<file path="src/hdl/clockDisplay_cfg.svh">
`ifndef CLOCKDISPLAY_CFG_SVH
`define CLOCKDISPLAY_CFG_SVH

////////////////////////////////////////////////////////////////////////////
// Video timing, 640x480 at one pixel per clock
`define H_VISIBLE 640
`define H_FRONT 16
`define H_SYNC 96
`define H_TOTAL 800
`define V_VISIBLE 480
`define V_FRONT 10
`define V_SYNC 2
`define V_TOTAL 525

////////////////////////////////////////////////////////////////////////////
// Layout geometry
`define CELL_W 32 // Digit cell width
`define CELL_H 64 // Digit cell height
`define ROW_DATE_Y 64
`define ROW_TIME_Y 192
`define ROW_TIMER_Y 320
`define COL_X0 96 // Tens of first pair
`define COL_X1 128
`define COL_X2 192
`define COL_X3 224
`define COL_X4 288
`define COL_X5 320
`define SEP_X0 160 // Colon or slash cells
`define SEP_X1 256
`define DIV_X0 384 // Divider stripe, inclusive
`define DIV_X1 415
`define ALARM_X 448 // Alarm box, one cell wide and square
`define ALARM_Y 384

////////////////////////////////////////////////////////////////////////////
// Palette, 4 bits per channel RGB
`define COLOR_BG 12'h000
`define COLOR_FG 12'h0F0
`define COLOR_SEP 12'hFF0
`define COLOR_DIV 12'h00F
`define COLOR_ALARM 12'hF00

`define PIPE_DEPTH 3 // Counter to registered VGA output

`endif

</file>
<file path="src/hdl/clockDisplayPkg.sv">
`default_nettype none

package clockDisplayPkg;

	// What a pixel belongs to, decided by the layout stage
	typedef enum logic [2:0]
	{
		kindBlank, // Outside visible area
		kindBackground,
		kindDigit,
		kindColon,
		kindSlash,
		kindDivider,
		kindAlarm
	} regionKindE;

	// Register block field select
	typedef enum logic [3:0]
	{
		fieldYear,
		fieldMonth,
		fieldDay,
		fieldHour,
		fieldMinute,
		fieldSecond,
		fieldTimerHour,
		fieldTimerMinute,
		fieldTimerSecond,
		fieldAlarm
	} clockFieldE;

	typedef struct packed
	{
		clockFieldE field;
		logic [7:0] value; // BCD byte, bit 0 only for alarm
	} regWriteT;

	// Displayed values, rows top to bottom
	typedef struct packed
	{
		logic [7:0] year;
		logic [7:0] month;
		logic [7:0] day;
		logic [7:0] hour;
		logic [7:0] minute;
		logic [7:0] second;
		logic [7:0] timerHour;
		logic [7:0] timerMinute;
		logic [7:0] timerSecond;
		logic alarm;
	} clockStateT;

	typedef struct packed
	{
		logic [9:0] x;
		logic [9:0] y;
		logic hSync; // Active low
		logic vSync; // Active low
	} pixelPosT;

	typedef struct packed
	{
		regionKindE kind;
		logic [3:0] digit; // BCD nibble for digit cells
		logic [4:0] localX; // u inside the cell
		logic [5:0] localY; // v inside the cell
		logic hSync;
		logic vSync;
	} regionT;

	typedef struct packed
	{
		regionKindE kind;
		logic lit;
		logic hSync;
		logic vSync;
	} glyphT;

	typedef struct packed
	{
		logic [11:0] color;
		logic hSync;
		logic vSync;
	} vgaOutT;

endpackage

`default_nettype wire

</file>
<file path="src/hdl/vgaTiming.sv">
`timescale 1ns/1ns
`default_nettype none
`include "clockDisplay_cfg.svh"

module vgaTiming
(
	input wire CLK,
	input wire reset,
	output clockDisplayPkg::pixelPosT pos,
	output logic vBlank
);

	logic [9:0] hCount; // Pixel in line
	logic [9:0] vCount; // Line in frame
	logic lineEnd;
	logic frameEnd;

	assign lineEnd = (hCount == 10'(`H_TOTAL - 1));
	assign frameEnd = (vCount == 10'(`V_TOTAL - 1));

	always_ff @(posedge CLK)
	begin
		if (reset)
		begin
			hCount <= '0;
			vCount <= '0;
		end
		else
		begin
			if (lineEnd)
				hCount <= '0;
			else
				hCount <= hCount + 10'd1;

			// Line counter steps once per wrapped line
			if (lineEnd)
			begin
				if (frameEnd)
					vCount <= '0;
				else
					vCount <= vCount + 10'd1;
			end
		end
	end

	////////////////////////////////////////////////////////////////////////////
	// Sync windows follow the front porch
	assign pos.x = hCount;
	assign pos.y = vCount;
	assign pos.hSync = ~((hCount >= 10'(`H_VISIBLE + `H_FRONT)) &&
		(hCount < 10'(`H_VISIBLE + `H_FRONT + `H_SYNC)));
	assign pos.vSync = ~((vCount >= 10'(`V_VISIBLE + `V_FRONT)) &&
		(vCount < 10'(`V_VISIBLE + `V_FRONT + `V_SYNC)));

	assign vBlank = (vCount >= 10'(`V_VISIBLE)); // Whole lines below the picture

endmodule

`default_nettype wire

</file>
<file path="src/hdl/clockRegs.sv">
`timescale 1ns/1ns
`default_nettype none

module clockRegs
(
	input wire CLK,
	input wire reset,
	input wire writeValid,
	input wire clockDisplayPkg::regWriteT writeData,
	output logic writeReady,
	input wire vBlank,
	output clockDisplayPkg::clockStateT state
);

	// Only take writes between frames so a frame never tears
	assign writeReady = vBlank;

	always_ff @(posedge CLK)
	begin
		if (reset)
			state <= '0;
		else if (writeValid && writeReady)
		begin
			case (writeData.field)
				clockDisplayPkg::fieldYear:
					state.year <= writeData.value;
				clockDisplayPkg::fieldMonth:
					state.month <= writeData.value;
				clockDisplayPkg::fieldDay:
					state.day <= writeData.value;
				clockDisplayPkg::fieldHour:
					state.hour <= writeData.value;
				clockDisplayPkg::fieldMinute:
					state.minute <= writeData.value;
				clockDisplayPkg::fieldSecond:
					state.second <= writeData.value;
				clockDisplayPkg::fieldTimerHour:
					state.timerHour <= writeData.value;
				clockDisplayPkg::fieldTimerMinute:
					state.timerMinute <= writeData.value;
				clockDisplayPkg::fieldTimerSecond:
					state.timerSecond <= writeData.value;
				clockDisplayPkg::fieldAlarm:
					state.alarm <= writeData.value[0]; // Flag only
				default:
					state <= state; // Unused codes ignored
			endcase
		end
	end

endmodule

`default_nettype wire

</file>
<file path="src/hdl/screenLayout.sv">
`timescale 1ns/1ns
`default_nettype none
`include "clockDisplay_cfg.svh"

module screenLayout
(
	input wire CLK,
	input wire reset,
	input wire clockDisplayPkg::pixelPosT pos,
	input wire clockDisplayPkg::clockStateT state,
	output clockDisplayPkg::regionT region
);

	// Eight cells per row, left to right, separators at 2 and 5
	localparam logic [9:0] cellX [8] = '{10'(`COL_X0), 10'(`COL_X1), 10'(`SEP_X0),
		10'(`COL_X2), 10'(`COL_X3), 10'(`SEP_X1), 10'(`COL_X4), 10'(`COL_X5)};
	localparam logic [7:0] cellIsSep = 8'b0010_0100;
	localparam logic [2:0] digitOf [8] = '{3'd0, 3'd1, 3'd0, 3'd2, 3'd3, 3'd0, 3'd4, 3'd5};

	logic visible;
	logic alarmHit;
	logic dividerHit;
	logic inRow;
	logic [1:0] rowSel; // 0 date, 1 time, 2 timer
	logic [9:0] rowTop;
	logic [9:0] rowOffset;
	logic cellHit;
	logic [2:0] cellSel;
	logic [9:0] cellOffset;
	logic [7:0] stateBytes [9];
	logic [3:0] byteIdx;
	logic [7:0] pairByte;
	logic [3:0] nibble;
	clockDisplayPkg::regionT regionNext;

	assign visible = (pos.x < 10'(`H_VISIBLE)) && (pos.y < 10'(`V_VISIBLE));
	assign alarmHit = state.alarm &&
		(pos.x >= 10'(`ALARM_X)) && (pos.x < 10'(`ALARM_X + `CELL_W)) &&
		(pos.y >= 10'(`ALARM_Y)) && (pos.y < 10'(`ALARM_Y + `CELL_W));
	assign dividerHit = (pos.x >= 10'(`DIV_X0)) && (pos.x <= 10'(`DIV_X1));

	////////////////////////////////////////////////////////////////////////////
	// Row decode
	always_comb
	begin
		inRow = 1'b1;
		rowSel = 2'd0;
		rowTop = 10'(`ROW_DATE_Y);
		if ((pos.y >= 10'(`ROW_DATE_Y)) && (pos.y < 10'(`ROW_DATE_Y + `CELL_H)))
			rowSel = 2'd0;
		else if ((pos.y >= 10'(`ROW_TIME_Y)) && (pos.y < 10'(`ROW_TIME_Y + `CELL_H)))
		begin
			rowSel = 2'd1;
			rowTop = 10'(`ROW_TIME_Y);
		end
		else if ((pos.y >= 10'(`ROW_TIMER_Y)) && (pos.y < 10'(`ROW_TIMER_Y + `CELL_H)))
		begin
			rowSel = 2'd2;
			rowTop = 10'(`ROW_TIMER_Y);
		end
		else
			inRow = 1'b0;
	end
	assign rowOffset = pos.y - rowTop;

	// Column decode, cells never overlap
	always_comb
	begin
		cellHit = 1'b0;
		cellSel = 3'd0;
		for (int i = 0; i < 8; i++)
		begin
			if ((pos.x >= cellX[i]) && (pos.x < cellX[i] + 10'(`CELL_W)))
			begin
				cellHit = 1'b1;
				cellSel = 3'(i);
			end
		end
	end
	assign cellOffset = pos.x - cellX[cellSel];

	// Byte index is row times three plus pair
	assign stateBytes = '{state.year, state.month, state.day, state.hour, state.minute,
		state.second, state.timerHour, state.timerMinute, state.timerSecond};
	assign byteIdx = 4'(rowSel) * 4'd3 + 4'(digitOf[cellSel][2:1]);
	assign pairByte = stateBytes[byteIdx];
	assign nibble = digitOf[cellSel][0] ? pairByte[3:0] : pairByte[7:4]; // Odd is units

	////////////////////////////////////////////////////////////////////////////
	// Priority: blank, alarm, divider, row cells, background
	always_comb
	begin
		regionNext.digit = nibble;
		regionNext.localX = cellOffset[4:0];
		regionNext.localY = rowOffset[5:0];
		regionNext.hSync = pos.hSync;
		regionNext.vSync = pos.vSync;
		if (!visible)
			regionNext.kind = clockDisplayPkg::kindBlank;
		else if (alarmHit)
			regionNext.kind = clockDisplayPkg::kindAlarm;
		else if (dividerHit)
			regionNext.kind = clockDisplayPkg::kindDivider;
		else if (inRow && cellHit && !cellIsSep[cellSel])
			regionNext.kind = clockDisplayPkg::kindDigit;
		else if (inRow && cellHit)
			regionNext.kind = (rowSel == 2'd0) ? clockDisplayPkg::kindSlash :
				clockDisplayPkg::kindColon; // Date row uses slashes
		else
			regionNext.kind = clockDisplayPkg::kindBackground;
	end

	always_ff @(posedge CLK)
	begin
		if (reset)
			region <= '{kind: clockDisplayPkg::kindBlank, hSync: 1'b1, vSync: 1'b1,
				default: '0};
		else
			region <= regionNext;
	end

endmodule

`default_nettype wire

</file>
<file path="src/hdl/sevenSegGlyph.sv">
`timescale 1ns/1ns
`default_nettype none

module sevenSegGlyph
(
	input wire CLK,
	input wire reset,
	input wire clockDisplayPkg::regionT region,
	output clockDisplayPkg::glyphT glyph
);

	logic [5:0] u; // Widened local column
	logic [5:0] v;
	logic [6:0] segOn; // a..g, a is MSB
	logic [6:0] segHit;
	logic [6:0] slashSum;
	logic lit;

	function automatic logic inSpan(input logic [5:0] val, input logic [5:0] lo,
		input logic [5:0] hi);
		return (val >= lo) && (val <= hi);
	endfunction

	assign u = {1'b0, region.localX};
	assign v = region.localY;

	// Standard segment sets, nibbles above 9 stay dark
	always_comb
	begin
		case (region.digit)
			4'd0: segOn = 7'b1111110;
			4'd1: segOn = 7'b0110000;
			4'd2: segOn = 7'b1101101;
			4'd3: segOn = 7'b1111001;
			4'd4: segOn = 7'b0110011;
			4'd5: segOn = 7'b1011011;
			4'd6: segOn = 7'b1011111;
			4'd7: segOn = 7'b1110000;
			4'd8: segOn = 7'b1111111;
			4'd9: segOn = 7'b1111011;
			default: segOn = 7'b0000000;
		endcase
	end

	////////////////////////////////////////////////////////////////////////////
	// Segment rectangles in cell coordinates
	assign segHit[6] = inSpan(v, 6'd0, 6'd5) && inSpan(u, 6'd4, 6'd27); // a
	assign segHit[5] = inSpan(u, 6'd26, 6'd31) && inSpan(v, 6'd4, 6'd31); // b
	assign segHit[4] = inSpan(u, 6'd26, 6'd31) && inSpan(v, 6'd32, 6'd59); // c
	assign segHit[3] = inSpan(v, 6'd58, 6'd63) && inSpan(u, 6'd4, 6'd27); // d
	assign segHit[2] = inSpan(u, 6'd0, 6'd5) && inSpan(v, 6'd32, 6'd59); // e
	assign segHit[1] = inSpan(u, 6'd0, 6'd5) && inSpan(v, 6'd4, 6'd31); // f
	assign segHit[0] = inSpan(v, 6'd29, 6'd34) && inSpan(u, 6'd4, 6'd27); // g

	// 2u + v, a two pixel wide diagonal at 62 and 63
	assign slashSum = {u, 1'b0} + {1'b0, v};

	always_comb
	begin
		case (region.kind)
			clockDisplayPkg::kindDigit:
				lit = |(segOn & segHit);
			clockDisplayPkg::kindColon:
				lit = inSpan(u, 6'd12, 6'd19) &&
					(inSpan(v, 6'd16, 6'd23) || inSpan(v, 6'd40, 6'd47)); // Two dots
			clockDisplayPkg::kindSlash:
				lit = (slashSum[6:1] == 6'd31);
			clockDisplayPkg::kindDivider, clockDisplayPkg::kindAlarm:
				lit = 1'b1; // Solid fill
			default:
				lit = 1'b0;
		endcase
	end

	always_ff @(posedge CLK)
	begin
		if (reset)
			glyph <= '{kind: clockDisplayPkg::kindBlank, lit: 1'b0, hSync: 1'b1, vSync: 1'b1};
		else
			glyph <= '{kind: region.kind, lit: lit, hSync: region.hSync, vSync: region.vSync};
	end

endmodule

`default_nettype wire

</file>
<file path="src/hdl/pixelMixer.sv">
`timescale 1ns/1ns
`default_nettype none
`include "clockDisplay_cfg.svh"

module pixelMixer
(
	input wire CLK,
	input wire reset,
	input wire clockDisplayPkg::glyphT glyph,
	output clockDisplayPkg::vgaOutT vgaOut
);

	logic [11:0] color;

	// Palette lookup by region kind
	always_comb
	begin
		case (glyph.kind)
			clockDisplayPkg::kindDigit:
				color = glyph.lit ? `COLOR_FG : `COLOR_BG;
			clockDisplayPkg::kindColon, clockDisplayPkg::kindSlash:
				color = glyph.lit ? `COLOR_SEP : `COLOR_BG;
			clockDisplayPkg::kindDivider:
				color = glyph.lit ? `COLOR_DIV : `COLOR_BG;
			clockDisplayPkg::kindAlarm:
				color = glyph.lit ? `COLOR_ALARM : `COLOR_BG;
			clockDisplayPkg::kindBackground:
				color = `COLOR_BG;
			default:
				color = 12'h000; // Blanking must be black
		endcase
	end

	always_ff @(posedge CLK)
	begin
		if (reset)
			vgaOut <= '{color: 12'h000, hSync: 1'b1, vSync: 1'b1}; // Syncs idle high
		else
			vgaOut <= '{color: color, hSync: glyph.hSync, vSync: glyph.vSync};
	end

endmodule

`default_nettype wire

</file>
<file path="src/hdl/clockDisplay.sv">
`timescale 1ns/1ns
`default_nettype none

module clockDisplay
(
	input wire CLK,
	input wire reset,
	input wire writeValid,
	input wire clockDisplayPkg::regWriteT writeData,
	output wire writeReady,
	output wire clockDisplayPkg::vgaOutT vgaOut
);

	clockDisplayPkg::pixelPosT pos;
	logic vBlank;
	clockDisplayPkg::clockStateT state;
	clockDisplayPkg::regionT region; // Stage 1
	clockDisplayPkg::glyphT glyph; // Stage 2

	vgaTiming vgaTiming_i
	(
		.CLK(CLK),
		.reset(reset),
		.pos(pos),
		.vBlank(vBlank)
	);

	clockRegs clockRegs_i
	(
		.CLK(CLK),
		.reset(reset),
		.writeValid(writeValid),
		.writeData(writeData),
		.writeReady(writeReady),
		.vBlank(vBlank),
		.state(state)
	);

	screenLayout screenLayout_i
	(
		.CLK(CLK),
		.reset(reset),
		.pos(pos),
		.state(state),
		.region(region)
	);

	sevenSegGlyph sevenSegGlyph_i
	(
		.CLK(CLK),
		.reset(reset),
		.region(region),
		.glyph(glyph)
	);

	pixelMixer pixelMixer_i
	(
		.CLK(CLK),
		.reset(reset),
		.glyph(glyph),
		.vgaOut(vgaOut)
	);

endmodule

`default_nettype wire

</file>
<file path="config.mk">
export PLATFORM = sky130hd
export DESIGN_NAME = clockDisplay
export DESIGN_NICKNAME = d
export VERILOG_FILES = /design/src/hdl/clockDisplayPkg.sv /design/src/hdl/vgaTiming.sv /design/src/hdl/clockRegs.sv /design/src/hdl/screenLayout.sv /design/src/hdl/sevenSegGlyph.sv /design/src/hdl/pixelMixer.sv /design/src/hdl/clockDisplay.sv
export VERILOG_INCLUDE_DIRS = /design/src /design/src/hdl
export SDC_FILE = /design/constraint.sdc
export NUM_CORES = 1
export LEC_CHECK = 0
export ABC_AREA = 0
export ABC_CLOCK_PERIOD_IN_PS = 9900
export BUFFER_PORTS_ARGS = -buffer_cell sky130_fd_sc_hd__buf_4
export CAP_MARGIN = 20
export CELL_PAD_IN_SITES_DETAIL_PLACEMENT = 1
export CELL_PAD_IN_SITES_GLOBAL_PLACEMENT = 2
export CORE_MARGIN = 2
export CORE_UTILIZATION = 43
export CTS_CLUSTER_SIZE = 25
export DETAILED_ROUTE_END_ITERATION = 7
export GPL_ROUTABILITY_DRIVEN = 0
export PLACE_DENSITY_LB_ADDON = 0.1
export SKIP_CTS_REPAIR_TIMING = 1
export SLEW_MARGIN = 20
export SYNTH_ARGS = -nofsm -noshare
export SYNTH_HDL_FRONTEND = slang
export SYNTH_HIERARCHICAL = 1
export SYNTH_SLANG_ARGS = --single-unit
</file>
<file path="constraint.sdc">
create_clock -name CLK -period 9.9 [get_ports CLK]
set_clock_uncertainty 0.15 [all_clocks]
set_input_delay 2.97 -clock CLK [delete_from_list [all_inputs] [get_ports CLK]]
set_output_delay 2.97 -clock CLK [all_outputs]
set_load 0.01 [all_outputs]
</file>
==> results.json <==
{
  "r2r-start": "vgaTiming_i/hCount[8]",
  "clk_pin_slew_worst_paths_ns": 0.06,
  "cts_num_sinks": 124,
  "multi_input_area_mm2": 0.00369,
  "grt_pass1_vias": 4877,
  "grt_overflow": 0,
  "vias": 4727,
  "drc": 0,
  "dieArea_mm2": 0.0162,
  "period_needed_ns": 4.65,
  "num_rows": 45,
  "synthDominantCellAreaShare_pct": 38.0,
  "peakVddDrop_mv": 0.104,
  "critPathMaxFanout": 10,
  "port_buffers": 29,
  "mappedNetlistArea_mm2": 0.00654,
  "final_core_util_pct": 48.6,
  "synthArstFlopShare_pct": 0,
  "fin_crit_sh_pct": 47.0,
  "p_leak_nw": 3.04,
  "status": "finished clean",
  "wl_per_cell_um": 18.7,
  "whs_path_depth": 1,
  "grt_pass1_wl_um": 26300,
  "slowest_stage": "dfxtp_1",
  "wirelength_um": 16200,
  "cts-htree-levels": 4,
  "tns_ns": 0,
  "synth_cell_types": 73,
  "worst_setup_path_end_kind": "primary output",
  "yosysTopAreaCell": "dfxtp_1",
  "antenna_found_initial": 0,
  "critPathTopFamily": "flip-flops",
  "crit_required_ns": 6.78,
  "maxCapViolations": 0,
  "die_y_um": 127,
  "setup_viol": 0,
  "cts_buffer_depth": 2,
  "slew_headroom_pct": 33.0,
  "seq_area_mm2": 0.00248,
  "reg2reg_depth": 13,
  "crit_arrival_ns": 1.53,
  "synth_cells": 658,
  "min_path_type": "flip-flop to flip-flop",
  "synth_edf_count": 0,
  "yosysWarnings": 6,
  "cts_root_buffer": "clkbuf_16",
  "whs_endpoint": "pixelMixer_i/vgaOut[1]",
  "synth_top_flop_cell": "dfxtp_1",
  "startpoint": "vgaTiming_i/vCount[6]",
  "p_int_uw": 889,
  "nets": 704,
  "clkPwrFrac_pct": 53.5,
  "worstSetupPathType": "flip-flop to primary output",
  "slowest_delay_ns": 0.50,
  "die_width_um": 127,
  "track_usage_pct": 21.1,
  "power.total_mw": 1.15,
  "avgSynthCellArea_um2": 9.93,
  "syn2layout_area_growth_pct": 11.8,
  "crit_chain": "and4_1 -> nor2_1 -> inv_1 -> buf_4",
  "n_antenna_cell": 0,
  "drt_first_iter_violations": 222,
  "ys_seq_elements": 124,
  "rrSetupSlack_ns": 5.57,
  "switchingPower_uw": 260,
  "tightest_slew_ns": 1.00,
  "hold_start": "sevenSegGlyph_i/glyph[1]",
  "fmax_mhz": 215,
  "hold_viol_final": 0,
  "grt_start_max_net_pins": 75,
  "crit_buf_inv": 2,
  "pwr-share-comb_pct": 2.7,
  "num_io_pins": 30,
  "clkLatencyLatePin_ns": 0.42,
  "fp.coreArea_mm2": 0.0150,
  "switching_share_pct": 22.6,
  "yosysSeqAreaShare_pct": 38.0,
  "start_util_pct": 43.5,
  "cts_tree": "done",
  "cts-buffers-inserted": 17,
  "synth_area_leaders": "dfxtp_1 38%, mux2i_1 13%, nand2b_1 8.5%",
  "p_per_area_mw_per_mm2": 157,
  "synth_nets": 699,
  "hpwl_um": 11100,
  "r2r-end": "screenLayout_i/region[14]",
  "layout-drive-gt1-share_pct": 15.5,
  "post_drt_via_cell_ratio": 5.47,
  "dr.pass1.iters": 4,
  "nFillCells": 1664,
  "slew_viol_final": 0,
  "p_seq_share_pct": 43.8,
  "antenna_left": 0,
  "rsz0062_at_grt": "no",
  "startpoint_type": "flip-flop"
}
cell usage in the layout (no fill, tap or decap), types with 14 or more instances in the layout:
cell	instances
dfxtp_1	124
nand2b_1	89
mux2i_1	88
buf_4	31
nor2_1	31
ha_1	23
nor2b_1	21
inv_1	20
clkbuf_16	17
nand2_1	16
xnor2_1	14
through the flow:
stage	hold slack, ns	setup WS, ns	instances	instance area, um2
CTS	0.265	5.22	864	7310
global placement	0.253	5.15	832	6720
detailed placement	0.251	5.10	832	6720
finish	0.264	5.25	864	7310
floorplan	0.239	5.86	658	6540
global route	0.282	5.13	864	7310
state kept, by name (all words and copies together) (netlist names):
| signal | count |
|---|---|
| vgaTiming_i/hCount | 10 |
| sevenSegGlyph_i/glyph | 6 |
| screenLayout_i/region | 20 |
| vgaTiming_i/vCount | 10 |
| pixelMixer_i/vgaOut | 5 |
| clockRegs_i/state | 73 |
routing by layer:
metal,vias to the layer above,GRT usage [%],wire [um]
li1,2307,-,-
met1,2342,29.7,8260
met2,67,32.6,7370
met3,11,3.94,396
met4,0,7.24,136
met5,-,0,0
area by class of cell:
| cell class | count | area share, % |
|---|---|---|
| Timing Repair Buffer | 31 | 3.18 |
| Sequential cell | 124 | 34.0 |
| Multi-Input combinational cell | 469 | 50.5 |
| Clock buffer | 17 | 5.82 |
| Inverter | 20 | 1.03 |
| Clock inverter | 15 | 2.24 |
| Tap cell | 188 | 3.22 |
power by group through the flow:
stage               clock network, mW  registers, mW  logic (mW)
CTS                             0.631          0.504      0.0311
floorplan                           0          0.514      0.0208
finish                          0.615          0.504      0.0305
global route                    0.657          0.504      0.0337
global placement                    0          0.515      0.0297
detailed placement                  0          0.515      0.0308
kinds of logic (layout without fill, tap and decap cells):
family	Yosys count	count (layout)	share of synthesized area, %
multiplexers	102	102	17.4
flip-flops	124	124	38.0
AND/OR/NAND/NOR	245	245	23.2
adder cells (fa/ha/maj)	26	26	5.32
XOR/XNOR	19	19	2.55
AO/OA/AOI/OAI	77	77	7.97
buffers and inverters	65	83	5.51
synth_stat cells, types with 5 or more instances:
library cell  number
o22ai_1           13
nand3_1           13
xnor2_1           14
o21ai_0            8
mux2i_1           88
buf_2             12
or2_2              7
clkbuf_1          13
nor2b_1           21
a21oi_1           13
nand3b_1           8
mux2_2             5
nand2b_1          89
nor4_1             6
nor3_1            13
buf_6              7
inv_1             20
xor2_1             5
ha_1              23
mux4_2             9
dfxtp_1          124
nor2_1            31
buf_4             13
a211oi_1           6
nand2_1           16
worst register-to-register path, stage by stage (launching register included):
cell and delay (ns):
dfxtp_1 0.57, xnor2_1 0.15, nor3_1 0.33, inv_1 0.12
ha_1 0.22, mux2_2 0.26, ha_1 0.18, ha_1 0.19
fa_1 0.99, mux4_2 0.43, mux2i_1 0.17, o21ai_0 0.19
a21oi_1 0.20, a31oi_1 0.06
worst max-delay path by stage:
stage                                            to  slack, ns  cells after the start
after floorplan                          writeReady       5.86                      4
after global placement    screenLayout_i/region[19]       5.15                      7
after detailed placement      clockRegs_i/state[41]       5.10                      4
after CTS                                writeReady       5.22                      4
after global routing                     writeReady       5.13                      4
final                                    writeReady       5.25                      4
Note: power is estimated with default switching activity, not from simulation.
